**src/hdl/line_buf_pkg.sv**
```systemverilog
// shared constants and state types for the bicubic line buffer, imported by every RTL module
package line_buf_pkg;

    // five row memories: four feed the window, one takes the incoming row
    localparam int num_banks = 5;

    // bicubic kernel needs a 4x4 neighbourhood
    localparam int win_size = 4;

    typedef logic [2:0] bank_sel_t;  // row memory index 0..4

    // input side
    typedef enum logic {
        wr_fill,  // accepting pixels of a row
        wr_hold   // next bank still read, or whole frame received
    } wr_state_t;

    // output side
    typedef enum logic [1:0] {
        rd_wait,   // waiting until the rows for the next output row are stored
        rd_prime,  // first three column reads of a row
        rd_run,    // one read per window
        rd_last    // frame done pulse
    } rd_state_t;

endpackage

```
**src/hdl/row_ram.sv**
```systemverilog
// one image row of storage, written by the row writer and read by the window reader
`timescale 1ns/1ps

module row_ram #(
    parameter int  depth      = 8,
    parameter int  data_width = 24,
    localparam int addr_w     = (depth > 1) ? $clog2(depth) : 1
) (
    input  logic                  clk,
    input  logic                  wr_en,
    input  logic [addr_w-1:0]     wr_addr,
    input  logic [data_width-1:0] wr_data,
    input  logic                  rd_en,
    input  logic [addr_w-1:0]     rd_addr,
    output logic [data_width-1:0] rd_data
);

    logic [data_width-1:0] mem [depth];

    always_ff @(posedge clk) begin
        if (wr_en) begin
            mem[wr_addr] <= wr_data;
        end
    end

    // registered read, data holds until the next rd_en
    always_ff @(posedge clk) begin
        if (rd_en) begin
            rd_data <= mem[rd_addr];
        end
    end

    // both column counters must stay inside the row
    a_addr_range: assert property (@(posedge clk)
        !(wr_en && (wr_addr >= depth)) && !(rd_en && (rd_addr >= depth)));

endmodule

```
**src/hdl/row_writer.sv**
```systemverilog
// input side of the line buffer: accepts raster pixels and fills the row memories in turn
`timescale 1ns/1ps

module row_writer #(
    parameter int  img_width   = 8,
    parameter int  img_height  = 6,
    parameter int  pixel_width = 24,
    localparam int addr_w      = (img_width > 1) ? $clog2(img_width) : 1,
    localparam int row_w       = $clog2(img_height + 1)
) (
    input  logic                               clk,
    input  logic                               rst_n,
    input  logic                               in_valid,
    output logic                               in_ready,
    input  logic [pixel_width-1:0]             in_pix,
    output logic [line_buf_pkg::num_banks-1:0] wr_en,
    output logic [addr_w-1:0]                  wr_addr,
    output logic [pixel_width-1:0]             wr_data,
    output logic [row_w-1:0]                   rows_written,
    input  logic [row_w-1:0]                   cur_row,
    input  logic                               frame_done
);
    import line_buf_pkg::*;

    wr_state_t         wr_state;
    logic [addr_w-1:0] col;
    logic [row_w-1:0]  in_row;      // row being accepted, runs ahead of rows_written
    logic [row_w-1:0]  in_row_nxt;
    bank_sel_t         wr_bank;
    logic              accept;
    logic              row_end;
    logic              wr_last;     // last pixel of a row sits on the write port
    logic              fill_ok;

    assign in_ready = (wr_state == wr_fill);
    assign accept   = in_valid && in_ready;
    assign row_end  = accept && (col == addr_w'(img_width - 1));

    always_comb begin
        in_row_nxt = in_row;
        if (frame_done) begin
            in_row_nxt = '0;
        end else if (row_end) begin
            in_row_nxt = in_row + 1'b1;
        end
    end

    // row n shares a bank with row n-5, so stay within cur_row+3
    assign fill_ok = (in_row_nxt < row_w'(img_height)) &&
                     ({1'b0, in_row_nxt} <= ({1'b0, cur_row} + (row_w + 1)'(3)));

    always_ff @(posedge clk or negedge rst_n) begin
        if (!rst_n) begin
            wr_state     <= wr_fill;
            col          <= '0;
            in_row       <= '0;
            wr_bank      <= '0;
            wr_en        <= '0;
            wr_last      <= 1'b0;
            rows_written <= '0;
        end else begin
            wr_state <= fill_ok ? wr_fill : wr_hold;
            in_row   <= in_row_nxt;
            wr_en    <= accept ? ({{(num_banks - 1){1'b0}}, 1'b1} << wr_bank) : '0;
            wr_last  <= row_end;
            if (accept) begin
                col <= row_end ? '0 : col + 1'b1;
            end
            if (row_end) begin  // bank count carries on across frames
                wr_bank <= (wr_bank == bank_sel_t'(num_banks - 1)) ? '0 : wr_bank + 1'b1;
            end
            if (frame_done) begin
                rows_written <= '0;
            end else if (wr_last) begin
                rows_written <= rows_written + 1'b1;  // same edge the pixel lands
            end
        end
    end

    always_ff @(posedge clk) begin
        if (accept) begin
            wr_addr <= col;
            wr_data <= in_pix;
        end
    end

    a_wr_onehot: assert property (@(posedge clk) disable iff (!rst_n) $onehot0(wr_en));

endmodule

```
**src/hdl/window_reader.sv**
```systemverilog
// output side of the line buffer: reads four rows per column and builds each 4x4 window
`timescale 1ns/1ps

module window_reader #(
    parameter int  img_width   = 8,
    parameter int  img_height  = 6,
    parameter int  pixel_width = 24,
    localparam int addr_w      = (img_width > 1) ? $clog2(img_width) : 1,
    localparam int row_w       = $clog2(img_height + 1)
) (
    input  logic                   clk,
    input  logic                   rst_n,
    input  logic [row_w-1:0]       rows_written,
    output logic [row_w-1:0]       cur_row,
    output logic                   rd_en,
    output logic [addr_w-1:0]      rd_addr,
    input  logic [pixel_width-1:0] rd_data0,
    input  logic [pixel_width-1:0] rd_data1,
    input  logic [pixel_width-1:0] rd_data2,
    input  logic [pixel_width-1:0] rd_data3,
    input  logic [pixel_width-1:0] rd_data4,
    output logic                   win_valid,
    input  logic                   win_ready,
    output logic [line_buf_pkg::win_size*line_buf_pkg::win_size*pixel_width-1:0] win_pix,
    output logic                   frame_done
);
    import line_buf_pkg::*;

    localparam int k_w = $clog2(img_width + 4);  // read index 0..img_width+3

    rd_state_t              rd_state;
    bank_sel_t              cur_bank;   // bank holding cur_row
    logic [k_w-1:0]         rd_k;
    logic [k_w-1:0]         rd_col;
    logic [row_w:0]         row_plus3;
    logic                   rows_ready;
    logic                   row_first;
    logic                   row_last;
    logic                   row_near_last;
    logic                   hold;
    logic                   active;
    logic                   shift;
    logic                   xfer;
    logic                   row_done;
    logic                   rd_pend;    // read data waiting to be shifted in
    logic                   pend_win;
    logic                   pend_last;
    logic                   win_last;
    logic [1:0]             row_off  [win_size];
    bank_sel_t              row_bank [win_size];
    logic [pixel_width-1:0] row_pix  [win_size];
    logic [pixel_width-1:0] bank_data [num_banks];
    logic [pixel_width-1:0] win_q [win_size][win_size];

    // bank of row cur_row-1+off, wrapping over the five banks
    function automatic bank_sel_t bank_of(bank_sel_t base, logic [1:0] off);
        int sum;
        sum = int'(base) + num_banks - 1 + int'(off);
        if (sum >= 2 * num_banks) begin
            sum = sum - 2 * num_banks;
        end else if (sum >= num_banks) begin
            sum = sum - num_banks;
        end
        return bank_sel_t'(sum);
    endfunction

    assign bank_data[0] = rd_data0;
    assign bank_data[1] = rd_data1;
    assign bank_data[2] = rd_data2;
    assign bank_data[3] = rd_data3;
    assign bank_data[4] = rd_data4;

    // rows_written > min(r+2, h-1)
    assign row_plus3  = {1'b0, cur_row} + (row_w + 1)'(3);
    assign rows_ready = ({1'b0, rows_written} >= row_plus3) ||
                        (rows_written == row_w'(img_height));

    assign row_first     = (cur_row == '0);
    assign row_last      = (cur_row == row_w'(img_height - 1));
    assign row_near_last = (cur_row == row_w'(img_height - 2));

    // clamped row offsets, 1 means cur_row itself
    assign row_off[0] = row_first ? 2'd1 : 2'd0;
    assign row_off[1] = 2'd1;
    assign row_off[2] = row_last ? 2'd1 : 2'd2;
    assign row_off[3] = row_last ? 2'd1 : (row_near_last ? 2'd2 : 2'd3);

    always_comb begin
        for (int i = 0; i < win_size; i++) begin
            row_bank[i] = bank_of(cur_bank, row_off[i]);
            row_pix[i]  = bank_data[row_bank[i]];
        end
    end

    assign hold     = win_valid && !win_ready;
    assign xfer     = win_valid && win_ready;
    assign row_done = xfer && win_last;
    assign active   = (rd_state == rd_prime) ||
                      ((rd_state == rd_run) && (rd_k < k_w'(img_width + 3)));
    assign rd_en    = active && !hold;
    assign shift    = rd_pend && !hold;

    // column clamp(k-1)
    always_comb begin
        if (rd_k == '0) begin
            rd_col = '0;
        end else if (rd_k > k_w'(img_width)) begin
            rd_col = k_w'(img_width - 1);
        end else begin
            rd_col = rd_k - 1'b1;
        end
    end
    assign rd_addr = addr_w'(rd_col);

    always_ff @(posedge clk or negedge rst_n) begin
        if (!rst_n) begin
            rd_state  <= rd_wait;
            cur_row   <= '0;
            cur_bank  <= '0;
            rd_k      <= '0;
            rd_pend   <= 1'b0;
            pend_win  <= 1'b0;
            pend_last <= 1'b0;
            win_valid <= 1'b0;
            win_last  <= 1'b0;
        end else begin
            if (rd_en) begin
                rd_k      <= rd_k + 1'b1;
                rd_pend   <= 1'b1;
                pend_win  <= (rd_k >= k_w'(3));
                pend_last <= (rd_k == k_w'(img_width + 2));
            end else if (shift) begin
                rd_pend <= 1'b0;
            end

            if (shift && pend_win) begin
                win_valid <= 1'b1;
                win_last  <= pend_last;
            end else if (xfer) begin
                win_valid <= 1'b0;
            end

            case (rd_state)
                rd_wait: begin
                    if (rows_ready) begin
                        rd_state <= rd_prime;
                    end
                end
                rd_prime: begin
                    if (rd_en && (rd_k == k_w'(2))) begin
                        rd_state <= rd_run;
                    end
                end
                rd_run: begin
                    if (row_done) begin
                        rd_k     <= '0;
                        cur_bank <= (cur_bank == bank_sel_t'(num_banks - 1)) ? '0
                                                                            : cur_bank + 1'b1;
                        if (row_last) begin
                            rd_state <= rd_last;
                        end else begin
                            rd_state <= rd_wait;
                            cur_row  <= cur_row + 1'b1;
                        end
                    end
                end
                default: begin  // rd_last
                    rd_state <= rd_wait;
                    cur_row  <= '0;
                end
            endcase
        end
    end

    // new column enters at j=3, oldest column leaves at j=0
    always_ff @(posedge clk) begin
        if (shift) begin
            for (int i = 0; i < win_size; i++) begin
                for (int j = 0; j < win_size - 1; j++) begin
                    win_q[i][j] <= win_q[i][j+1];
                end
                win_q[i][win_size-1] <= row_pix[i];
            end
        end
    end

    always_comb begin
        for (int i = 0; i < win_size; i++) begin
            for (int j = 0; j < win_size; j++) begin
                win_pix[(i*win_size+j)*pixel_width +: pixel_width] = win_q[i][j];
            end
        end
    end

    assign frame_done = (rd_state == rd_last);

    a_win_hold: assert property (@(posedge clk) disable iff (!rst_n)
        (win_valid && !win_ready) |=> (win_valid && $stable(win_pix)));

endmodule

```
**src/hdl/line_buffer_top.sv**
```systemverilog
// bicubic line buffer top: writer, five row memories and window reader wired together
`timescale 1ns/1ps

module line_buffer_top #(
    parameter int img_width   = 8,
    parameter int img_height  = 6,
    parameter int pixel_width = 24
) (
    input  logic                   clk,
    input  logic                   rst_n,
    input  logic                   in_valid,
    output logic                   in_ready,
    input  logic [pixel_width-1:0] in_pix,
    output logic                   win_valid,
    input  logic                   win_ready,
    output logic [line_buf_pkg::win_size*line_buf_pkg::win_size*pixel_width-1:0] win_pix,
    output logic                   frame_done
);
    import line_buf_pkg::*;

    localparam int addr_w = (img_width > 1) ? $clog2(img_width) : 1;
    localparam int row_w  = $clog2(img_height + 1);

    logic [num_banks-1:0]   wr_en;
    logic [addr_w-1:0]      wr_addr;
    logic [pixel_width-1:0] wr_data;
    logic                   rd_en;
    logic [addr_w-1:0]      rd_addr;
    logic [pixel_width-1:0] rd_data [num_banks];
    logic [row_w-1:0]       rows_written;
    logic [row_w-1:0]       cur_row;

    row_writer #(
        .img_width  (img_width),
        .img_height (img_height),
        .pixel_width(pixel_width)
    ) u_row_writer (
        .clk         (clk),
        .rst_n       (rst_n),
        .in_valid    (in_valid),
        .in_ready    (in_ready),
        .in_pix      (in_pix),
        .wr_en       (wr_en),
        .wr_addr     (wr_addr),
        .wr_data     (wr_data),
        .rows_written(rows_written),
        .cur_row     (cur_row),
        .frame_done  (frame_done)
    );

    // write data and read address are shared, wr_en picks the bank
    for (genvar b = 0; b < num_banks; b++) begin : g_bank
        row_ram #(
            .depth     (img_width),
            .data_width(pixel_width)
        ) u_row_ram (
            .clk    (clk),
            .wr_en  (wr_en[b]),
            .wr_addr(wr_addr),
            .wr_data(wr_data),
            .rd_en  (rd_en),
            .rd_addr(rd_addr),
            .rd_data(rd_data[b])
        );
    end

    window_reader #(
        .img_width  (img_width),
        .img_height (img_height),
        .pixel_width(pixel_width)
    ) u_window_reader (
        .clk         (clk),
        .rst_n       (rst_n),
        .rows_written(rows_written),
        .cur_row     (cur_row),
        .rd_en       (rd_en),
        .rd_addr     (rd_addr),
        .rd_data0    (rd_data[0]),
        .rd_data1    (rd_data[1]),
        .rd_data2    (rd_data[2]),
        .rd_data3    (rd_data[3]),
        .rd_data4    (rd_data[4]),
        .win_valid   (win_valid),
        .win_ready   (win_ready),
        .win_pix     (win_pix),
        .frame_done  (frame_done)
    );

endmodule

```
**config.mk**
```make
export PLATFORM = sky130hd
export DESIGN_NAME = line_buffer_top
export DESIGN_NICKNAME = d
export VERILOG_FILES = /design/src/hdl/line_buf_pkg.sv /design/src/hdl/row_ram.sv /design/src/hdl/row_writer.sv /design/src/hdl/window_reader.sv /design/src/hdl/line_buffer_top.sv
export SDC_FILE = /design/constraint.sdc
export NUM_CORES = 2
export LEC_CHECK = 0
export BUFFER_PORTS_ARGS = -buffer_cell sky130_fd_sc_hd__buf_2
export CORE_MARGIN = 8
export CORE_UTILIZATION = 45
export CTS_CLUSTER_DIAMETER = 50
export DETAILED_ROUTE_END_ITERATION = 6
export GPL_TIMING_DRIVEN = 0
export PLACE_DENSITY = 0.67
export REMOVE_ABC_BUFFERS = 1
export SLEW_MARGIN = 20
export SYNTH_ARGS = -nofsm -noshare
export SYNTH_HDL_FRONTEND = slang
export SYNTH_SLANG_ARGS = --single-unit
export TNS_END_PERCENT = 1
```
**constraint.sdc**
```tcl
create_clock -name clk -period 12.5 [get_ports clk]
set_input_delay 2.5 -clock clk [delete_from_list [all_inputs] [get_ports clk]]
set_output_delay 2.5 -clock clk [all_outputs]
set_load 0.03 [all_outputs]
```
Word-level counts from Yosys, hierarchy flattened:

Memory sizes are Yosys's and may differ from the RTL's. A register that Yosys moved wholly into a read port is not among the register bits.
Index checks and enable logic that the tools add are counted.

* memory bits (writable): 1344
* memories: 6
* register bits: 63
* input bits: 28
* word-level logic and storage cells: 174

* reduce and logical (&&, ||, !) cells: 25
* add/subtract/negate cells: 23
* bitwise operators: 6
* mux-type cells: 62
* equality and inequality tests: 15
* shift-type cells: 1
* $lt $le $gt $ge: 18

Memories
* u_window_reader.win_q: words 4, bits a word 96, read ports 4, clocked after Yosys merged registers in 0, write ports 4, RTL line window_reader.sv:53 `logic [pixel_width-1:0] win_q [win_size][win_size];`
* g_bank[0].u_row_ram.mem: words 8, bits a word 24, read ports 1, clocked after Yosys merged registers in 1, write ports 1, RTL line row_ram.sv:18 `logic [data_width-1:0] mem [depth];`
* g_bank[1].u_row_ram.mem: words 8, bits a word 24, read ports 1, clocked after Yosys merged registers in 1, write ports 1, RTL line row_ram.sv:18
* g_bank[2].u_row_ram.mem: words 8, bits a word 24, read ports 1, clocked after Yosys merged registers in 1, write ports 1, RTL line row_ram.sv:18
* g_bank[3].u_row_ram.mem: words 8, bits a word 24, read ports 1, clocked after Yosys merged registers in 1, write ports 1, RTL line row_ram.sv:18
* g_bank[4].u_row_ram.mem: words 8, bits a word 24, read ports 1, clocked after Yosys merged registers in 1, write ports 1, RTL line row_ram.sv:18

Operator list (count)
* binary-select mux 24 bit (select 3 bit): 4
* 2-to-1 mux 24 bit: 8
* greater-or-equal comparator 32 x 4 -> 1 bit (second input constant): 4
* greater-or-equal comparator 32 x 5 -> 1 bit (second input constant): 4
* adder 32 x 3 -> 32 bit: 2
* 2-to-1 mux 3 bit: 19
* adder 32 x 2 -> 32 bit: 1
* adder 32 x 2 -> 32 bit (second input constant): 1
* subtractor 32 x 2 -> 32 bit (second input constant): 1
* subtractor 3 bit (second input constant): 8
* 2-to-1 mux 1 bit: 19
* adder 3 x 1 -> 3 bit (second input constant): 6
* == test 3 bit (second input constant): 6
* greater-or-equal comparator 4 bit (second input constant): 4
* NOT 3 -> 4 bit: 4
* 2-to-1 mux 2 bit: 6
* 2-to-1 mux 4 bit: 3
* logical AND 1 bit: 11
* one-hot mux 2 bit (3 select lines): 1
* one-hot mux 3 bit (2 select lines): 1
* AND reduction 3 bit: 2
* nonzero test 2 bit: 3
* 2-to-1 mux 5 bit: 1
* left shift 1 x 3 -> 5 bit (first input constant): 1
* 24 further kinds: 30

Depth between registers and ports, before layout:

* depth after elaboration: 11
* mapped depth: 20
* mapped depth without buffers: 17

Modules after synthesis:

Synthesis repeated with hierarchy kept, for this count alone.

* cells, all modules: 2886
* area, all modules: 59518.3 sq um

By module, submodules not included
* row_ram at g_bank[0].u_row_ram ...: cells each 314, times used 3, area each 8050.2 sq um
* window_reader: cells each 1202, times used 1, area each 17514.3 sq um
* row_ram at g_bank[1].u_row_ram ...: cells each 314, times used 2, area each 8037.7 sq um
* row_writer: cells each 114, times used 1, area each 1778.0 sq um

Least setup slack after synthesis:

Ideal clock, no wire load.

* path type: input -> register
* start: in win_ready
* end: reg u_window_reader.win_last
* slack: 50 ps
* library setup time: 129 ps
* arrival: 12321 ps
* path buffers: 0
* stages: 4
* cells stage by stage: nand2b_1 -> and2_1 -> nand2_1 -> mux2_2

* cells in the longest elaborated chain, start to end: 5

Ends and longest elaborated chain
* start: declaration: RTL line line_buffer_top.sv:15 `input logic win_ready,`
* zero test 1 bit: RTL line window_reader.sv:95 `assign hold = win_valid && !win_ready;`
* logical AND 1 bit: RTL line window_reader.sv:95
* zero test 1 bit: RTL line window_reader.sv:101 `assign shift = rd_pend && !hold;`
* logical AND 1 bit: RTL line window_reader.sv:101
* via u_window_reader.shift: RTL line window_reader.sv:42 `logic shift;`
* logical AND 1 bit: RTL line window_reader.sv:136 `if (shift && pend_win) begin`
* end signal: assignment: RTL line window_reader.sv:138 `win_last <= pend_last;`
* end: declaration: RTL line window_reader.sv:48 `logic win_last;`

The timed path passes the listed nets, and every way through them passes these cells.
A chain may end at the register's enable or synchronous reset.

==> run_results.csv <==
group,metric,value,unit
detailed_routing,drc,0,
cells_and_area,utilization,54.1,%
synthesis,ys.flop_type,"edfxtp_1",
worst_setup_path,crit_slowest_cell,"nand2_1",
worst_setup_path,critPathMaxFanout,23,
clocking,clk_pin_slew,60,ps
synthesis,synth_edf_count,1491,
clocking,htree_levels,4,
synthesis,netlist_instances,3663,
cells_and_area,fillers,10051,
worst_setup_path,start_kind,"flop",
worst_setup_path,path_class,"flop to flop",
synthesis,synth.top_cell.area_share,76.0,%
synthesis,synth_cell_type_count,75,
clocking,cts_repair_resize_count,0,
synthesis,synth_top_cell_by_area,"edfxtp_1",
detailed_routing,routed_wl,154,mm
status,status,"complete, no violations",
clocking,cts_setup_buffers,0,
detailed_routing,via_per_inst,5.92,
placed_design,gp_congestion,0.842,
worst_setup_path,crit_path_max_incr_delay,890,ps
clocking,clk_latency,760,ps
detailed_routing,drtAntennaViolNets,0,
timing,hold_viol,0,
timing,whs,441,ps
worst_setup_path,path_common_cell,"inv_1",
hold_path,hp-class,"flop to flop",
floorplanning,dieArea,143000,um^2
placed_design,dp_cells,5694,
clocking,cts_tree,"built",
floorplanning,ioPinCount,415,
clocking,cts_hold_buf,0,
worst_setup_path,end_kind,"flop",
worst_setup_path,cp_top_family,"compound AO/OA/AOI/OAI gates",
timing,setup_viol,0,
cells_and_area,final_cells,5976,
cells_and_area,syn2layout_area_growth,19.1,%
cells_and_area,multiInputGateArea,12400,um^2
global_routing,grt_pass1_wl,225,mm
synthesis,synth_most_common_cell,"edfxtp_1",
global_routing,grt_max_degree,68,
synthesis,yosysWarnings,0,
power_and_ir_drop,powerDensity,302,nW/um^2
job,max-cap-violations,0,
clocking,numCtsBuffers,150,
clocking,clockBufferDepth,3,
detailed_routing,wire_per_inst,25.8,um
worst_setup_path,path_buf_inv,3,
timing,rsz0062_at_grt,"false",
power_and_ir_drop,peakVddDrop,0.000251,V
detailed_routing,dr.pass1.iters,7,
timing,period_minus_slack,7060,ps
synthesis,ys_ff_latch,1527,
worst_setup_path,arrival,7520,ps
floorplanning,die_w,378,um
global_routing,first_global_vias,33879,
timing,slew_viol_final,0,
timing,max_freq,0.142,GHz
detailed_routing,vias,35356,
placed_design,dp_hpwl,104,mm
power_and_ir_drop,p_leak,24.1,nW
synthesis,synth.area.top_cells,"edfxtp_1 (76%), o221ai_1 (3.6%), nand2_1 (3.3%), nand3_1 (2.1%), mux4_2 (2.0%)",
timing,tightest_slew,1140,ps
clocking,cts_root_buffer,"clkbuf_16",
worst_setup_path,cp_cell_sequence,"inv_1, ha_1, xor2_1, inv_1, fa_1, inv_1, ha_1, nor4b_1, a221oi_1, nand3_1, a2bb2oi_4, nand2_1, o22ai_1",
synthesis,synth_async_sr_flop_share,2.36,%
global_routing,grt-ovfl-total,0,
floorplanning,core-area,130000,um^2
clocking,clock_sinks,1527,
global_routing,antenna_found_initial,15,
floorplanning,start_util,45.4,%
global_routing,track_usage,20.9,%
worst_setup_path,required,12960,ps
floorplanning,rows,132,
placed_design,numPortBuffers,414,
synthesis,syn_area,58900,um^2
timing,slew_headroom,23.5,%
synthesis,synthTopCellsByCount,"edfxtp_1 (1491), nand2_1 (516), nand3_1 (251)",
synthesis,syn_avg_cell_area,16.1,um^2
floorplanning,fp.dieH,378,um
cells_and_area,fin_nets,4180,
cells_and_area,drive_gt1_share,21.5,%
cells_and_area,seqCellArea,45700,um^2
timing,skew,24.5,ps
timing,fin_crit_sh,56.4,%
detailed_routing,drtIter0Drc,3919,
synthesis,yosysSeqAreaShare,77.5,%
==> worst reg2reg max path, delay by kind of cell, from the launching register on <==
kind,cells,cell delay [ps]
compound gates,3,2010
fa+ha+maj,3,1610
simple gates,3,1270
flops,1,830
xor+xnor,1,520
buf+inv,3,510
==> stage by stage <==
stage / TNS (ps) / setup slack [ps] / total power, mW / cell area [um^2]
detailed placement: 0 / 5530 / 16.8 / 65300
global placement: -3037600 / -15440 / 16.4 / 62200
floorplan: -284160 / -2410 / 13.6 / 57900
global route: 0 / 4980 / 22.1 / 70200
finish: 0 / 5440 / 21.2 / 70200
CTS: 0 / 5490 / 21.2 / 70100
==> layer usage <==
metal | vias to the layer above | share of wire (%) | track usage (%)
li1 | 15452 | - | -
met5 | - | 0.043 | 0
met3 | 300 | 10 | 5.02
met4 | 10 | 3.3 | 7.43
met2 | 1858 | 47 | 33.6
met1 | 17736 | 39 | 28.0
==> state kept, by name, summed over array words and instances, names as in the netlist, 4 cells and up <==
| signal | cells |
|---|---|
| u_window_reader.win_q | 384 |
| g_bank.u_row_ram.rd_data | 120 |
| g_bank.u_row_ram.mem | 960 |
| u_window_reader.rd_k | 4 |
| u_row_writer.wr_data | 24 |
| u_row_writer.wr_en | 5 |
==> where the power goes <==
part           total [mW]  internal, mW  switching (mW)
sequential           8.00          7.29           0.713
clock                4.43          2.56            1.87
combinational        8.79          2.86            5.93
==> worst paths after layout <==
check / from / to / slack, ps / cells past startpoint
setup / recovery: u_window_reader.cur_bank[0] / u_window_reader.win_q[1][112] / 5440 / 13
hold / removal: u_window_reader.win_q[1][56] / u_window_reader.win_q[1][80] / 440 / 0
setup reg to reg: u_window_reader.cur_bank[0] / u_window_reader.win_q[1][112] / 5440 / 13
hold reg to reg: u_window_reader.win_q[1][56] / u_window_reader.win_q[1][80] / 440 / 0
max in group asynchronous: rst_n / u_row_writer.col[1] / 10130 / 1
min in group asynchronous: rst_n / u_window_reader.cur_bank[2] / 1830 / 1
==> kinds of logic (layout without fill, tap and decap cells) <==
| kind of cell | Yosys count | in the layout | synth area share (%) |
|---|---|---|---|
| AND/OR/NAND/NOR | 964 | 964 | 7.37 |
| XOR/XNOR | 17 | 17 | 0.323 |
| buffers and inverters | 278 | 844 | 1.88 |
| multiplexers | 121 | 121 | 3.34 |
| AO/OA/AOI/OAI | 714 | 714 | 8.67 |
| flip-flops | 1527 | 1527 | 77.5 |
| adder cells (fa/ha/maj) | 42 | 42 | 0.917 |
| other | 0 | 5 | 0 |
==> cells in the final DEF (no fill, tap or decap), types with 23 or more instances in the layout <==
cell       count
o221ai_1     239
mux4_2        53
nor2_1        27
mux2i_1       39
dfrtp_1       36
ha_1          40
mux2_2        25
a31oi_1      124
a22o_1        56
clkbuf_1      34
clkbuf_16    157
edfxtp_1    1491
and2_2        41
o22ai_1       45
nor3_1        52
buf_16        69
buf_8         24
nand2_1      514
nand3_1      251
o21ai_0       23
buf_2        414
buf_12        27
clkinv_1      27
a21oi_1      169
inv_1         30
==> area by class of cell <==
type / count / area share (%)
multi-input combinational: 1858 / 17.7
timing repair buffer: 541 / 7.05
sequential: 1527 / 65.1
antenna: 5 / 0.0178
tap: 1742 / 3.10
clock buffer: 195 / 5.86
clock inverter: 76 / 1.05
inverter: 32 / 0.171
Power figures use the tool's default switching activity.
